$ cat src/game_pkg.sv
package game_pkg;

    // Screen coordinate, 0 to 511 on both axes
    typedef logic [8:0] coord_t;

    typedef logic [6:0] health_t;

    localparam health_t HEALTH_FULL = health_t'(100);

    // Facing direction of the player
    typedef enum logic [1:0] {
        DIR_DOWN  = 2'd0,
        DIR_LEFT  = 2'd1,
        DIR_UP    = 2'd2,
        DIR_RIGHT = 2'd3
    } direction_t;

    // Attack window, valid for one cycle while hit is high
    typedef struct packed {
        logic   hit;
        coord_t x_lo;
        coord_t x_hi;
        coord_t y_lo;
        coord_t y_hi;
    } attack_rect_t;

    // Top-left corner of an enemy bounding box
    typedef struct packed {
        coord_t x;
        coord_t y;
    } enemy_pos_t;

    typedef struct packed {
        logic    alive;
        health_t health;
    } enemy_state_t;

    typedef logic [7:0] kill_count_t;

endpackage

$ cat src/attack_area.sv
`timescale 1ns/1ps

module attack_area #(
    parameter int ATTACK_SHORT = 16,
    parameter int ATTACK_LONG  = 80
) (
    input  logic                   Clk,
    input  logic                   rst_n,
    input  game_pkg::coord_t       attack_x,
    input  game_pkg::coord_t       attack_y,
    input  game_pkg::direction_t   direction,
    input  logic                   attack_on,
    output game_pkg::attack_rect_t rect
);
    import game_pkg::*;

    localparam int               EXT_W     = $bits(coord_t) + 2;
    localparam logic [EXT_W-1:0] COORD_MAX = EXT_W'((1 << $bits(coord_t)) - 1);

    coord_t x_lo_d;
    coord_t x_hi_d;
    coord_t y_lo_d;
    coord_t y_hi_d;
    coord_t x_lo_q;
    coord_t x_hi_q;
    coord_t y_lo_q;
    coord_t y_hi_q;
    logic   hit_q;

    // Far edge of the window, held at the screen border
    function automatic coord_t reach_up(coord_t base, int len);
        logic [EXT_W-1:0] sum;
        sum = EXT_W'(base) + EXT_W'(len);
        return (sum > COORD_MAX) ? coord_t'(COORD_MAX) : coord_t'(sum);
    endfunction

    function automatic coord_t reach_down(coord_t base, int len);
        return (int'(base) < len) ? '0 : coord_t'(int'(base) - len);
    endfunction

    always_comb begin
        x_lo_d = attack_x;
        x_hi_d = reach_up(attack_x, ATTACK_SHORT);
        y_lo_d = attack_y;
        y_hi_d = reach_up(attack_y, ATTACK_SHORT);
        case (direction)
            DIR_DOWN:  y_hi_d = reach_up(attack_y, ATTACK_LONG);
            DIR_LEFT: begin
                x_lo_d = reach_down(attack_x, ATTACK_LONG);
                x_hi_d = attack_x;
            end
            DIR_UP: begin
                y_lo_d = reach_down(attack_y, ATTACK_LONG);
                y_hi_d = attack_y;
            end
            default:   x_hi_d = reach_up(attack_x, ATTACK_LONG);
        endcase
    end

    always_ff @(posedge Clk or negedge rst_n) begin
        if (!rst_n) begin
            hit_q <= 1'b0;
        end else begin
            hit_q <= attack_on;
        end
    end

    // Window bounds only matter while hit_q is high
    always_ff @(posedge Clk) begin
        x_lo_q <= x_lo_d;
        x_hi_q <= x_hi_d;
        y_lo_q <= y_lo_d;
        y_hi_q <= y_hi_d;
    end

    assign rect = '{hit: hit_q, x_lo: x_lo_q, x_hi: x_hi_q, y_lo: y_lo_q, y_hi: y_hi_q};

endmodule

$ cat src/combat_top.sv
`timescale 1ns/1ps

module combat_top #(
    parameter int ENEMY_NUM     = 4,
    parameter int FRAME_DIV     = 4,
    parameter int RESPAWN_TICKS = 200,
    parameter int DAMAGE        = 25,
    parameter int ATTACK_SHORT  = 16,
    parameter int ATTACK_LONG   = 80,
    parameter int ENEMY_W       = 26,
    parameter int ENEMY_H       = 26
) (
    input  logic                                   Clk,
    input  logic                                   rst_n,
    input  logic                                   frame_clk,
    input  game_pkg::coord_t                       attack_x,
    input  game_pkg::coord_t                       attack_y,
    input  game_pkg::direction_t                   direction,
    input  logic                                   attack_on,
    input  game_pkg::enemy_pos_t   [ENEMY_NUM-1:0] enemy_pos,
    output game_pkg::enemy_state_t [ENEMY_NUM-1:0] enemy_state,
    output logic                   [ENEMY_NUM-1:0] alive_mask,
    output game_pkg::kill_count_t                  kill_count
);
    import game_pkg::*;

    logic         game_tick;
    attack_rect_t rect;

    frame_tick #(
        .FRAME_DIV(FRAME_DIV)
    ) frame_tick_i (
        .Clk      (Clk),
        .rst_n    (rst_n),
        .frame_clk(frame_clk),
        .game_tick(game_tick)
    );

    // Window is built once and shared by all enemies
    attack_area #(
        .ATTACK_SHORT(ATTACK_SHORT),
        .ATTACK_LONG (ATTACK_LONG)
    ) attack_area_i (
        .Clk      (Clk),
        .rst_n    (rst_n),
        .attack_x (attack_x),
        .attack_y (attack_y),
        .direction(direction),
        .attack_on(attack_on),
        .rect     (rect)
    );

    for (genvar i = 0; i < ENEMY_NUM; i++) begin : g_enemy
        enemy_unit #(
            .ENEMY_W      (ENEMY_W),
            .ENEMY_H      (ENEMY_H),
            .DAMAGE       (DAMAGE),
            .RESPAWN_TICKS(RESPAWN_TICKS)
        ) enemy_unit_i (
            .Clk      (Clk),
            .rst_n    (rst_n),
            .game_tick(game_tick),
            .rect     (rect),
            .pos      (enemy_pos[i]),
            .state    (enemy_state[i])
        );
    end

    enemy_status #(
        .ENEMY_NUM(ENEMY_NUM)
    ) enemy_status_i (
        .Clk       (Clk),
        .rst_n     (rst_n),
        .state     (enemy_state),
        .alive_mask(alive_mask),
        .kill_count(kill_count)
    );

endmodule

$ cat src/enemy_status.sv
`timescale 1ns/1ps

module enemy_status #(
    parameter int ENEMY_NUM = 4
) (
    input  logic                                   Clk,
    input  logic                                   rst_n,
    input  game_pkg::enemy_state_t [ENEMY_NUM-1:0] state,
    output logic                   [ENEMY_NUM-1:0] alive_mask,
    output game_pkg::kill_count_t                  kill_count
);
    import game_pkg::*;

    localparam int FALL_W = $clog2(ENEMY_NUM + 1);

    logic [ENEMY_NUM-1:0] prev_mask;
    logic [ENEMY_NUM-1:0] fell;
    logic [FALL_W-1:0]    fall_cnt;

    always_comb begin
        for (int i = 0; i < ENEMY_NUM; i++) begin
            alive_mask[i] = state[i].alive;
        end
    end

    // Enemies that died since the last cycle, several may die at once
    assign fell = prev_mask & ~alive_mask;

    always_comb begin
        fall_cnt = '0;
        for (int i = 0; i < ENEMY_NUM; i++) begin
            fall_cnt = fall_cnt + FALL_W'(fell[i]);
        end
    end

    always_ff @(posedge Clk or negedge rst_n) begin
        if (!rst_n) begin
            prev_mask  <= '1;
            kill_count <= '0;
        end else begin
            prev_mask  <= alive_mask;
            kill_count <= kill_count + kill_count_t'(fall_cnt);
        end
    end

endmodule

$ cat src/enemy_unit.sv
`timescale 1ns/1ps

module enemy_unit #(
    parameter int ENEMY_W       = 26,
    parameter int ENEMY_H       = 26,
    parameter int DAMAGE        = 25,
    parameter int RESPAWN_TICKS = 200
) (
    input  logic                   Clk,
    input  logic                   rst_n,
    input  logic                   game_tick,
    input  game_pkg::attack_rect_t rect,
    input  game_pkg::enemy_pos_t   pos,
    output game_pkg::enemy_state_t state
);
    import game_pkg::*;

    localparam int CNT_W = (RESPAWN_TICKS > 0) ? $clog2(RESPAWN_TICKS + 1) : 1;
    localparam int EXT_W = $bits(coord_t) + 2;

    logic [EXT_W-1:0] box_x_lo;
    logic [EXT_W-1:0] box_x_hi;
    logic [EXT_W-1:0] box_y_lo;
    logic [EXT_W-1:0] box_y_hi;
    logic             overlap_x;
    logic             overlap_y;
    logic             struck;
    logic             alive;
    health_t          health;
    health_t          health_d;
    logic [CNT_W-1:0] respawn_cnt;
    logic [CNT_W-1:0] respawn_cnt_d;

    // Closed bounding box, widened so the far edge cannot wrap
    assign box_x_lo = EXT_W'(pos.x);
    assign box_x_hi = EXT_W'(pos.x) + EXT_W'(ENEMY_W);
    assign box_y_lo = EXT_W'(pos.y);
    assign box_y_hi = EXT_W'(pos.y) + EXT_W'(ENEMY_H);

    assign overlap_x = (box_x_lo <= EXT_W'(rect.x_hi)) && (box_x_hi >= EXT_W'(rect.x_lo));
    assign overlap_y = (box_y_lo <= EXT_W'(rect.y_hi)) && (box_y_hi >= EXT_W'(rect.y_lo));
    assign struck    = rect.hit && overlap_x && overlap_y;

    assign alive = (health != '0);

    always_comb begin
        health_d      = health;
        respawn_cnt_d = respawn_cnt;
        if (!alive) begin
            // Dead: wait out the respawn time, hits have no effect
            if (game_tick) begin
                if (respawn_cnt == CNT_W'(RESPAWN_TICKS)) begin
                    health_d      = HEALTH_FULL;
                    respawn_cnt_d = '0;
                end else begin
                    respawn_cnt_d = respawn_cnt + 1'b1;
                end
            end
        end else if (struck) begin
            if (health > health_t'(DAMAGE)) begin
                health_d = health - health_t'(DAMAGE);
            end else begin
                health_d = '0;
            end
        end
    end

    always_ff @(posedge Clk or negedge rst_n) begin
        if (!rst_n) begin
            health      <= HEALTH_FULL;
            respawn_cnt <= '0;
        end else begin
            health      <= health_d;
            respawn_cnt <= respawn_cnt_d;
        end
    end

    assign state = '{alive: alive, health: health};

endmodule

$ cat src/frame_tick.sv
`timescale 1ns/1ps

module frame_tick #(
    parameter int FRAME_DIV = 4
) (
    input  logic Clk,
    input  logic rst_n,
    input  logic frame_clk,
    output logic game_tick
);

    localparam int CNT_W = (FRAME_DIV > 1) ? $clog2(FRAME_DIV) : 1;

    logic             sync_1;
    logic             sync_2;
    logic             sync_3;
    logic             frame_rise;
    logic [CNT_W-1:0] edge_cnt;

    // Two-flop synchronizer, then one more stage for edge detection
    always_ff @(posedge Clk or negedge rst_n) begin
        if (!rst_n) begin
            sync_1     <= 1'b0;
            sync_2     <= 1'b0;
            sync_3     <= 1'b0;
            frame_rise <= 1'b0;
        end else begin
            sync_1     <= frame_clk;
            sync_2     <= sync_1;
            sync_3     <= sync_2;
            frame_rise <= sync_2 & ~sync_3;
        end
    end

    // One game tick per FRAME_DIV frame edges
    always_ff @(posedge Clk or negedge rst_n) begin
        if (!rst_n) begin
            edge_cnt  <= '0;
            game_tick <= 1'b0;
        end else begin
            game_tick <= 1'b0;
            if (frame_rise) begin
                if (edge_cnt == CNT_W'(FRAME_DIV - 1)) begin
                    edge_cnt  <= '0;
                    game_tick <= 1'b1;
                end else begin
                    edge_cnt <= edge_cnt + 1'b1;
                end
            end
        end
    end

endmodule

$ cat config.mk
export PLATFORM = sky130hd
export DESIGN_NAME = combat_top
export DESIGN_NICKNAME = d
export VERILOG_FILES = /design/src/game_pkg.sv /design/src/attack_area.sv /design/src/combat_top.sv /design/src/enemy_status.sv /design/src/enemy_unit.sv /design/src/frame_tick.sv
export SDC_FILE = /design/constraint.sdc
export NUM_CORES = 1
export LEC_CHECK = 0
export BUFFER_PORTS_ARGS = -buffer_cell sky130_fd_sc_hd__buf_2
export CAP_MARGIN = 5
export CORE_MARGIN = 8
export CORE_UTILIZATION = 57
export DETAILED_ROUTE_END_ITERATION = 16
export GPL_TIMING_DRIVEN = 0
export PLACE_DENSITY_LB_ADDON = 0.12
export SYNTH_ARGS = -nofsm -noshare
export SYNTH_HDL_FRONTEND = slang
export SYNTH_SLANG_ARGS = --single-unit
$ cat constraint.sdc
create_clock -name Clk -period 8.5 [get_ports Clk]
set_clock_uncertainty 0.15 [all_clocks]
set_input_delay 1.275 -clock Clk [delete_from_list [all_inputs] [get_ports Clk]]
set_output_delay 1.275 -clock Clk [all_outputs]
set_load 0.005 [all_outputs]
==> results of run 1 <==
[layer usage]
metal,global-route usage [%],vias to the layer above,wire length (um)
met1,27.11,4100,10690
met2,39.28,223,12220
li1,-,4481,-
met5,0,-,40
met4,9.642,6,731
met3,4.581,58,1439
[registers in the layout (all words and copies together) (netlist names), 2 cells and up]
name / count
enemy_status_i.prev_mask: 4
attack_area_i.x_lo_q: 9
g_enemy.enemy_unit_i.respawn_cnt: 32
enemy_status_i.kill_count: 8
attack_area_i.y_hi_q: 9
frame_tick_i.edge_cnt: 2
g_enemy.enemy_unit_i.health: 28
attack_area_i.y_lo_q: 9
attack_area_i.x_hi_q: 9
[cell families after synthesis]
logic type | synth area share [%]
mux | 1.457
simple gates | 20.51
xor+xnor | 6.656
compound gates | 16.29
buf+inv | 5.026
fa+ha+maj | 22.99
flops | 27.07
[path summary, 6_finish.rpt]
| path | depth (start not counted) | startpoint | slack, ns | to |
|---|---|---|---|---|
| setup / recovery | 14 | enemy_pos[55] | 4.42 | g_enemy[3].enemy_unit_i.health[0] |
| hold / removal | 0 | frame_tick_i.sync_1 | 0.21 | frame_tick_i.sync_2 |
| setup reg to reg | 12 | g_enemy[1].enemy_unit_i.health[5] | 5.02 | enemy_status_i.kill_count[7] |
| hold reg to reg | 0 | frame_tick_i.sync_1 | 0.21 | frame_tick_i.sync_2 |
| max in group asynchronous | 2 | rst_n | 6.98 | g_enemy[1].enemy_unit_i.health[6] |
| min in group asynchronous | 1 | rst_n | 0.58 | g_enemy[2].enemy_unit_i.health[0] |
[report_power, final]
group          switching [W]  internal (W)  leakage, nW  total, W
clock network       0.000257      0.000505        0.304  0.000762
registers           0.000114      0.000682         1.31  0.000796
logic               0.000552      0.000449         4.12   0.00100
total               0.000923       0.00164         5.74   0.00256
[cell usage in the layout (no fill, tap or decap), drive strengths merged, types with 36 or more instances in the layout]
cell,instances
o21ai,68
ha,183
xnor2,49
dfxtp,36
dfrtp,64
inv,94
buf,155
nor2,85
nand4,38
a21oi,66
nand2,96
nand3,37
[through the flow]
stage	utilization, %	hold WS (ns)	area, um2	total power [W]	std cells
after floorplan	-	0.1812	10130	0.001467	1150
after global placement	63.98	0.1895	11100	0.001769	1513
after detailed placement	64.15	0.1926	11130	0.001803	1514
after CTS	67.73	0.2053	11760	0.002578	1546
after global routing	67.73	0.2206	11760	0.002747	1546
final	67.73	0.2059	11760	0.002559	1546
[layout make-up]
type                            count  area [um2]
Timing Repair Buffer              139       720.7
Sequential cell                   116        2743
Clock inverter                     10       156.4
Buffer                             24       143.9
Multi-Input combinational cell    916        6880
Tap cell                          225       281.5
Fill cell                        1448        5602
Clock buffer                       22       464.2
Inverter                           94       365.4
[worst reg2reg max path: cells and delay by family, from the launching register on]
| kind | cells | cell delay [ns] |
|---|---|---|
| XOR/XNOR | 1 | 0.12 |
| AND/OR/NAND/NOR | 5 | 1.08 |
| flip-flops | 1 | 0.40 |
| adder cells (fa/ha/maj) | 4 | 1.30 |
| AO/OA/AOI/OAI | 2 | 0.36 |
==> key figures, run 1 <==
Logic synthesis
  • Most frequent cell after synthesis: ha_1
  • Post-Syn Nets: about 1.4k
  • EDFF count, synth: 0
  • Cell Area, Synth: 10,130 um2
  • Syn avg cell area: a little under 9 um2
  • Yosys cell types: slightly above 90
  • Seq/Total Area, Yosys: between 20% and 30%
  • Most area-consuming cells after synthesis: ha_1 (23%), dfrtp_1 (16%), dfxtp_1 (7.1%), xnor2_1 (4.2%), dfstp_2 (4.1%)
  • Share of the synthesized area in the top cell type: 22.60%
  • Yosys reg bits: between 100 and 150
  • Gate count of the mapped netlist: between 1k and 1.5k
  • Post-synth top flop: dfrtp_1
  • Dominant cell type by area after synthesis: ha_1
  • Ys Warns: 0
  • Asr flop ratio synth: between 60% and 70%
  • Top cells by count, synth: ha_1 (183), nand2_1 (95), inv_1 (92)

STA
  • Slew Limit Fails: 0
  • Relative slew slack: between 50% and 60%
  • Finish-stage setup viols: 0
  • Minimum clock period: just over 4 ns
  • Tcrit/Tclk final: between 40% and 50%
  • Worst Slack Setup Final: about 4.4 ns
  • RSZ-0062 raised after global routing: false
  • Max Clock Freq: roughly 0.25 GHz
  • Worst-Margin Slew: between 0.7 and 0.8 ns
  • Final hold viol count: 0
  • Setup TNS: 0 ns

Global route
  • Largest net degree at the start of global routing: between 60 and 70
  • Total gr overflow: 0
  • Antenna violations before repair: 3
  • Wire length of the first global-routing pass: 41,100 um
  • All-layer global routing usage: around 23%
  • Vias in the first global route: ~8.7k

Detailed routing
  • Drt drc: 0
  • Routed vias/inst: around 5.7
  • Total length of routed wires: around 25,000 um
  • Wirelength per Cell: ~16 um
  • Drt pass-1 iters: 6
  • Post-route ant nets: 0
  • DR iter-0 viols: about 470
  • DR vias: about 8.9k

Clock network
  • Post-CTS Setup Repair Bufs: 0
  • CTS root buf: clkbuf_16
  • Clock Sinks: around 120
  • CTS resizes: 0
  • Cts bufs inserted: 17
  • Clk buf depth: 2
  • # H-tree levels: 4
  • Hold_buf cts: 0
  • CTS tree: built
  • Clock latency on the worst-skew pair: 0.42 ns
  • Clk pin slew, worst setup/hold paths: approximately 0.060 ns

Layout
  • Nets: 1,589
  • P&R area growth vs syn: 16.02%
  • Fraction of layout cells with a size suffix above 1: 17.79%
  • Antenna cell count: 0

Floorplanning
  • Height of the die: 149.3 um
  • Top-level port count: 140
  • Die X: 149.3 um
  • Core area: approximately 17,000 um2
  • Die area: ~22,000 um2
  • Placement row count: 48
  • Initial Utilization: about three fifths

Worst setup path
  • CP max stage cell: a2111o_1
  • Startpoint Class: input pin
  • Crit. End Element: flip-flop
  • Critical path's top delay family: simple AND/OR/NAND/NOR gates
  • Slowest Stage Delay on Critical Path: about 0.47 ns
  • Cell Chain, Critical Path: buf_2 -> ha_1 -> nor3_1 -> nand3b_1 -> xnor2_1 -> ha_1 -> and3_1 -> o21ai_0 -> o21ai_0 -> a2111o_1 -> nand4bb_1 -> buf_2 -> nand2_1 -> mux2_1
  • CP arrival: roughly 4.2 ns
  • CP Max Fanout: 9
  • Req. time, crit path: between 8 and 9 ns
  • Buf/Inv on CP: 2
  • Critical path class: input pin to flip-flop

Status
  • Outcome: completed

Pwr
  • Static Leak: between 5 and 6 nW
  • Pwr/cell area: around 220 nW/um2
  • Worst VDD drop: about 0.00016 V

Placed design
  • I/O Buffers: ~140
  • Pre-CTS setup slack: roughly 4 ns
  • RePlAce Congestion: 0.8717
  • Hpwl dp: roughly 20,000 um

Worst hold path
  • Worst min-delay path category: flip-flop to flip-flop

Run
  • Max cap viols: 0
Note: power is estimated with default switching activity, not from simulation.
==> inputs of run 2 (changes only) <==
--- a/config.mk
+++ b/config.mk
@@ -5,10 +5,11 @@
 export SDC_FILE = /design/constraint.sdc
 export NUM_CORES = 1
 export LEC_CHECK = 0
+export ABC_AREA = 1
 export BUFFER_PORTS_ARGS = -buffer_cell sky130_fd_sc_hd__buf_2
 export CAP_MARGIN = 5
 export CORE_MARGIN = 8
-export CORE_UTILIZATION = 57
+export CORE_UTILIZATION = 54
 export DETAILED_ROUTE_END_ITERATION = 16
 export GPL_TIMING_DRIVEN = 0
 export PLACE_DENSITY_LB_ADDON = 0.12
==> constraint.sdc (replaced) <==
create_clock -name Clk -period 3.5 [get_ports Clk]
set_clock_uncertainty 0.15 [all_clocks]
set_input_delay 0.525 -clock Clk [delete_from_list [all_inputs] [get_ports Clk]]
set_output_delay 0.525 -clock Clk [all_outputs]
set_load 0.005 [all_outputs]
==> run 2 against run 1 <==
Effect of this change: final cell count rose by 25%; power rose by 78%; combinational power rose by 25%; flip-flop and latch count did not move; utilization fell by 4.7 points; critical path depth rose by 1; critical path type is now flip-flop to flip-flop; critical endpoint is now enemy_status_i.kill_count[5].
==> key figures, run 2 <==
Global route
  • Wire length of the first global-routing pass: 43,680 um
  • Vias in the first global route: between 9k and 10k
  • Largest net degree at the start of global routing: 63
  • Total gr overflow: 0
  • Antenna violations before repair: 2
  • All-layer global routing usage: approximately 22%

Detailed routing
  • Post-route ant nets: 0
  • Total length of routed wires: approximately 26,000 um
  • Drt drc: 0
  • Routed vias/inst: 5.085
  • DR iter-0 viols: around 360
  • Wirelength per Cell: roughly 14 um
  • DR vias: 9,804
  • Drt pass-1 iters: 5

Logic synthesis
  • Dominant cell type by area after synthesis: ha_1
  • Share of the synthesized area in the top cell type: a little over a fifth
  • Post-Syn Nets: around 1.8k
  • Yosys cell types: 54
  • EDFF count, synth: 0
  • Most frequent cell after synthesis: nand2_1
  • Syn avg cell area: 7.367 um2
  • Post-synth top flop: dfrtp_1
  • Yosys reg bits: 116
  • Ys Warns: 0
  • Top cells by count, synth: nand2_1 (338), inv_1 (243), ha_1 (183)
  • Seq/Total Area, Yosys: 25.07%
  • Cell Area, Synth: between 10,000 and 15,000 um2
  • Asr flop ratio synth: 68.97%
  • Most area-consuming cells after synthesis: ha_1 (21%), dfrtp_1 (15%), nand2_1 (12%), inv_1 (8.3%), dfxtp_1 (6.6%)
  • Gate count of the mapped netlist: between 1k and 1.5k

STA
  • Max Clock Freq: between 0.3 and 0.4 GHz
  • Minimum clock period: roughly 3.3 ns
  • Relative slew slack: 69.47%
  • Tcrit/Tclk final: between 90% and 100%
  • Final hold viol count: 0
  • RSZ-0062 raised after global routing: false
  • Slew Limit Fails: 0
  • Finish-stage setup viols: 0
  • Worst-Margin Slew: 0.4575 ns
  • Setup TNS: 0 ns

Layout
  • Biggest register: g_enemy.enemy_unit_i.respawn_cnt
  • Most frequent cells in the layout: nand2_1 (338), inv_1 (243), ha_1 (183)
  • Top flop regs: g_enemy.enemy_unit_i.respawn_cnt (32), g_enemy.enemy_unit_i.health (28)
  • Nets: 1,925
  • P&R area growth vs syn: 15.52%
  • Max reg flops: 32
  • Most common cell after layout, fill and taps aside: nand2_1
  • Final core occ: about 63%
  • Fraction of layout cells with a size suffix above 1: between 15 and 20%
  • Seq. cell area: roughly 2700 um2
  • Non-Filler Instances: 1,928
  • Multi-input gate area in the final layout: ~7200 um2
  • Fill count: roughly 1.9k

Worst setup path
  • Req. time, crit path: roughly 3.6 ns
  • Cell Chain, Critical Path: inv_1 -> ha_1 -> inv_1 -> nor2_2 -> nand3_4 -> nor2_2 -> ha_1 -> fa_1 -> ha_1 -> ha_1 -> a21oi_1 -> inv_1 -> a31oi_2 -> nor3b_1 -> xor2_1
  • CP max stage cell: dfrtp_1
  • Flop2flop setup slack: about 0.23 ns
  • CP dominant cell by count: ha_1
  • Critical path class: flip-flop to flip-flop
  • Slowest Stage Delay on Critical Path: between 0.4 and 0.5 ns
  • CP arrival: roughly 3.4 ns
  • Startpoint Class: flip-flop
  • Buf/Inv on CP: 3
  • CP Max Fanout: 9
  • Crit. End Element: flip-flop
  • Critical path's top delay family: adder cells

Pwr
  • Worst VDD drop: around 0.00037 V
  • Clock power frac: between 30% and 40%
  • Net Sw Frac: approximately 32%
  • Static Leak: between 7 and 8 nW
  • Seq pwr share: between 30 and 40%
  • Pwr/cell area: ~360 nW/um2
  • Comb power frac: between 20% and 30%
  • Pwr Total: between 0.004 and 0.005 W
  • Net Sw Power: 0.001462 W
  • Internal cell power: a little over 0.003 W

Worst hold path
  • Worst min-delay path category: input pin to flip-flop

Clock network
  • Cts bufs inserted: 17
  • Clock Sinks: approximately 120
  • Clk pin slew, worst setup/hold paths: around 0.05 ns
  • CTS root buf: clkbuf_16
  • CTS tree: built
  • Clk buf depth: 2
  • # H-tree levels: 4
  • Clock latency on the worst-skew pair: about 0.42 ns

Floorplanning
  • Height of the die: between 150 and 200 um
  • Placement row count: 52
  • Top-level port count: 140
  • Initial Utilization: a little over half
  • Die X: 158.3 um
  • Die area: 25,070 um2
  • Core area: approximately 20,000 um2

Placed design
  • RePlAce Congestion: a little under 0.9
  • I/O Buffers: about 140
  • Hpwl dp: 21,290 um
  • # placed instances: between 1.5k and 2k

Status
  • Outcome: completed

Run
  • Max cap viols: 0
==> run 2: path summary, 6_finish.rpt <==
kind	startpoint	to	cells past startpoint
setup / recovery	g_enemy[0].enemy_unit_i.health[0]	enemy_status_i.kill_count[5]	15
hold / removal	frame_clk	frame_tick_i.sync_1	1
setup reg to reg	g_enemy[0].enemy_unit_i.health[0]	enemy_status_i.kill_count[5]	15
hold reg to reg	frame_tick_i.sync_1	frame_tick_i.sync_2	0
max in group asynchronous	rst_n	g_enemy[3].enemy_unit_i.health[2]	3
min in group asynchronous	rst_n	g_enemy[2].enemy_unit_i.health[1]	2
==> run 2: metal layers <==
| metal | track usage [%] | share of wire, % | up-vias |
|---|---|---|---|
| li1 | - | - | 5125 |
| met1 | 26.97 | 46 | 4439 |
| met2 | 37.94 | 47 | 192 |
| met3 | 4.099 | 4.4 | 46 |
| met4 | 6.601 | 2.2 | 2 |
| met5 | 0 | 0.049 | - |
==> run 2: cell families (layout without fill, tap and decap cells) <==
kind of cell,after synthesis,in the layout,synth area share (%)
simple gates,679,679,29.46
fa+ha+maj,185,185,21.29
flops,116,116,25.07
xor+xnor,81,81,6.484
mux,1,1,0.1029
other cells,0,1,0
compound gates,159,159,8.131
buf+inv,264,436,9.458
==> run 2: layout make-up <==
cell class | count | area share, %
multi-input combinational | 1105 | 56.75
buffer | 13 | 0.7128
tap | 270 | 2.673
sequential | 116 | 21.70
antenna | 1 | 0.01980
inverter | 251 | 7.474
timing repair buffer | 140 | 5.841
clock buffer | 19 | 3.584
clock inverter | 13 | 1.247
==> run 2: repair_timing <==
action | CTS | global route
hold endpoints to repair | 12 | 0
hold buffers | 1 | 0
gates resized for setup | 0 | 2
buffers inserted | 0 | 3
setup endpoints to repair | 0 | 2
==> run 2: power by group through the flow <==
stage               logic [W]  clock network (W)  registers (W)
floorplan            0.000894                  0        0.00153
global placement      0.00120                  0        0.00154
detailed placement    0.00125                  0        0.00155
CTS                   0.00126            0.00180        0.00152
global route          0.00145            0.00186        0.00153
finish                0.00125            0.00178        0.00152
==> run 2: per-stage QoR <==
step	worst slack, ns	instance area (um2)	hold WS (ns)
floorplan	0.4108	10940	0.07941
global placement	0.1419	11950	0.1853
detailed placement	0.1356	11980	0.1926
CTS	0.1229	12600	0.04891
global route	0.02215	12640	0.04878
finish	0.2321	12640	0.06357
==> inputs of run 3 (changes only) <==
--- a/config.mk
+++ b/config.mk
@@ -8,8 +8,7 @@
 export ABC_AREA = 1
 export BUFFER_PORTS_ARGS = -buffer_cell sky130_fd_sc_hd__buf_2
 export CAP_MARGIN = 5
-export CORE_MARGIN = 8
-export CORE_UTILIZATION = 54
+export CORE_UTILIZATION = 57
 export DETAILED_ROUTE_END_ITERATION = 16
 export GPL_TIMING_DRIVEN = 0
 export PLACE_DENSITY_LB_ADDON = 0.12
==> constraint.sdc (replaced) <==
create_clock -name Clk -period 3.9 [get_ports Clk]
set_clock_uncertainty 0.15 [all_clocks]
set_input_delay 0.585 -clock Clk [delete_from_list [all_inputs] [get_ports Clk]]
set_output_delay 0.585 -clock Clk [all_outputs]
set_load 0.005 [all_outputs]
==> run 3 against run 2 <==
Effect of this change: highest routed layer is now met4; critical path depth down 1; power is 12% lower; final area fell by 0.77%; final cell count fell by 1.9%; largest cell class unchanged; register-to-register slack improved by 0.31 ns; sequential power fell by 9.9%; via count shrank 0.32%; worst setup slack improved by 0.31 ns; clock-buffer cell count rose by 4; flip-flop and latch count unchanged; non-clock buffer count shrank 3.
==> key figures, run 3 (same netlist as run 2, synthesis figures left out) <==
STA
  • Minimum clock period: 3.361 ns
  • Tcrit/Tclk final: 86.17%
  • Max Clock Freq: 0.2976 GHz
  • Slew Limit Fails: 0
  • Relative slew slack: 68.62%
  • Fin Hold WS: between 0.1 and 0.15 ns
  • Finish-stage setup viols: 0
  • Worst-Margin Slew: around 0.47 ns
  • Final hold viol count: 0
  • RSZ-0062 raised after global routing: false
  • Setup TNS: 0 ns

Layout
  • Final core occ: around two thirds
  • Nets: ~1.9k
  • Most frequent cells in the layout: nand2_1 (338), inv_1 (243), ha_1 (183)
  • Non-Filler Instances: ~1.9k
  • Fraction of layout cells with a size suffix above 1: approximately 16%
  • Most common cell after layout, fill and taps aside: nand2_1
  • P&R area growth vs syn: 14.63%
  • Fill count: 1,679
  • Top flop regs: g_enemy.enemy_unit_i.respawn_cnt (32), g_enemy.enemy_unit_i.health (28)
  • Final Cell Area: about 13,000 um2
  • Max reg flops: 32
  • Biggest register: g_enemy.enemy_unit_i.respawn_cnt

Detailed routing
  • DR iter-0 viols: just over 400
  • Routed vias/inst: ~5.2
  • DR vias: ~9.8k
  • Total length of routed wires: 25,390 um
  • Post-route ant nets: 0
  • Wirelength per Cell: between 10 and 15 um
  • Drt drc: 0
  • Drt pass-1 iters: 4

Pwr
  • Worst VDD drop: 0.0003313 V
  • Static Leak: 6.976 nW
  • Pwr/cell area: ~320 nW/um2

Clock network
  • Cts bufs inserted: 17
  • Clock Sinks: between 100 and 150
  • Clk pin slew, worst setup/hold paths: roughly 0.060 ns
  • CTS root buf: clkbuf_16
  • Clock latency on the worst-skew pair: between 0.4 and 0.5 ns
  • Clk buf depth: 2
  • # H-tree levels: 4
  • CTS tree: built

Worst hold path
  • WHS Endpoint: attack_area_i.hit_q
  • Hold Path Depth: 1
  • Worst hold path startpoint: attack_on
  • Worst min-delay path category: input pin to flip-flop

Worst setup path
  • Req. time, crit path: 4.08 ns
  • CP Max Fanout: 9
  • Startpoint Class: flip-flop
  • CP max stage cell: dfrtp_1
  • Cell Chain, Critical Path: inv_1 -> ha_1 -> nand4_4 -> nor2_1 -> ha_1 -> fa_1 -> ha_1 -> ha_1 -> a21oi_1 -> inv_1 -> a31oi_1 -> nor2_1 -> nand3_1 -> xnor2_1
  • Reg2reg path depth: 14
  • CP arrival: ~3.5 ns
  • Critical path class: flip-flop to flip-flop
  • Flop2flop setup slack: 0.54 ns
  • CP dominant cell by count: ha_1
  • Worst r2r dst: enemy_status_i.kill_count[7]
  • Reg2reg start: g_enemy[1].enemy_unit_i.health[0]
  • Slowest Stage Delay on Critical Path: ~0.43 ns
  • Crit. End Element: flip-flop

Global route
  • All-layer global routing usage: 27.07%
  • Antenna violations before repair: 2
  • Wire length of the first global-routing pass: 42,310 um
  • Largest net degree at the start of global routing: between 70 and 80
  • Total gr overflow: 0
  • Vias in the first global route: roughly 9.1k

Placed design
  • # placed instances: ~1.9k
  • RePlAce Congestion: a little under 0.9
  • Placed cell area: 11,940 um2
  • Hpwl dp: ~20,000 um
  • I/O Buffers: approximately 140

Floorplanning
  • Placement row count: 50
  • Die area: between 15,000 and 20,000 um2
  • Core area: about 19,000 um2
  • Height of the die: roughly 140 um
  • Initial Utilization: between 50% and 60%
  • Top-level port count: 140
  • Die X: 140.5 um

Status
  • Outcome: completed

Run
  • Max cap viols: 0
run 3: report_power, final:
group	switching (W)	total [W]	internal, W
clock	0.000558	0.00150	0.000939
combinational	0.000693	0.00113	0.000434
sequential	0.0000661	0.00137	0.00130
run 3: per-layer routing:
metal	global-route usage [%]	wire length (um)	vias up	part of all wire (%)
met2	47.37	12070	196	48
li1	-	-	5138	-
met4	10.18	599	0	2.4
met1	33.83	11690	4408	46
met3	3.726	1024	31	4.0
met5	0	0	-	0
run 3: worst max-delay path by stage:
stage / from / slack, ns / end
4_1_cts: g_enemy[1].enemy_unit_i.health[0] / 0.54 / enemy_status_i.kill_count[7]
3_3_place_gp: g_enemy[1].enemy_unit_i.health[0] / 0.59 / enemy_status_i.kill_count[5]
5_1_grt: g_enemy[1].enemy_unit_i.health[0] / 0.29 / enemy_status_i.kill_count[5]
2_1_floorplan: g_enemy[0].enemy_unit_i.health[0] / 0.81 / enemy_status_i.kill_count[5]
3_5_place_dp: g_enemy[1].enemy_unit_i.health[0] / 0.58 / enemy_status_i.kill_count[5]
6_report: g_enemy[1].enemy_unit_i.health[0] / 0.54 / enemy_status_i.kill_count[7]
run 3: layout make-up:
type,instances,area (um2),area share [%]
multi-input combinational,1105,7163,57.12
sequential,116,2743,21.87
inverter,251,944.7,7.533
timing repair buffer,137,715.7,5.707
clock buffer,23,520.5,4.150
tap,234,292.8,2.335
buffer,13,90.09,0.7183
clock inverter,9,63.81,0.5088
antenna,3,7.507,0.05986
run 3: worst max-delay path, delay by kind of cell, from the launching register on:
family | cells | cell delay, ns
AO/OA/AOI/OAI | 2 | 0.43
AND/OR/NAND/NOR | 4 | 0.58
buffers and inverters | 2 | 0.17
XOR/XNOR | 1 | 0.13
adder cells (fa/ha/maj) | 5 | 1.39
flip-flops | 1 | 0.43
run 3: what timing repair did:
| item | CTS | global route |
|---|---|---|
| buffers inserted | 0 | 0 |
| setup endpoints to repair | 0 | 0 |
| gates resized for setup | 0 | 0 |
| hold buffers | 1 | 0 |
| hold endpoints to repair | 5 | 0 |
run 3: per-stage QoR:
step | total power (W) | setup slack, ns
final | 0.003993 | 0.5392
after global routing | 0.004282 | 0.2926
after CTS | 0.004026 | 0.5439
after detailed placement | 0.002507 | 0.5784
after global placement | 0.002455 | 0.5875
after floorplan | 0.002172 | 0.8108
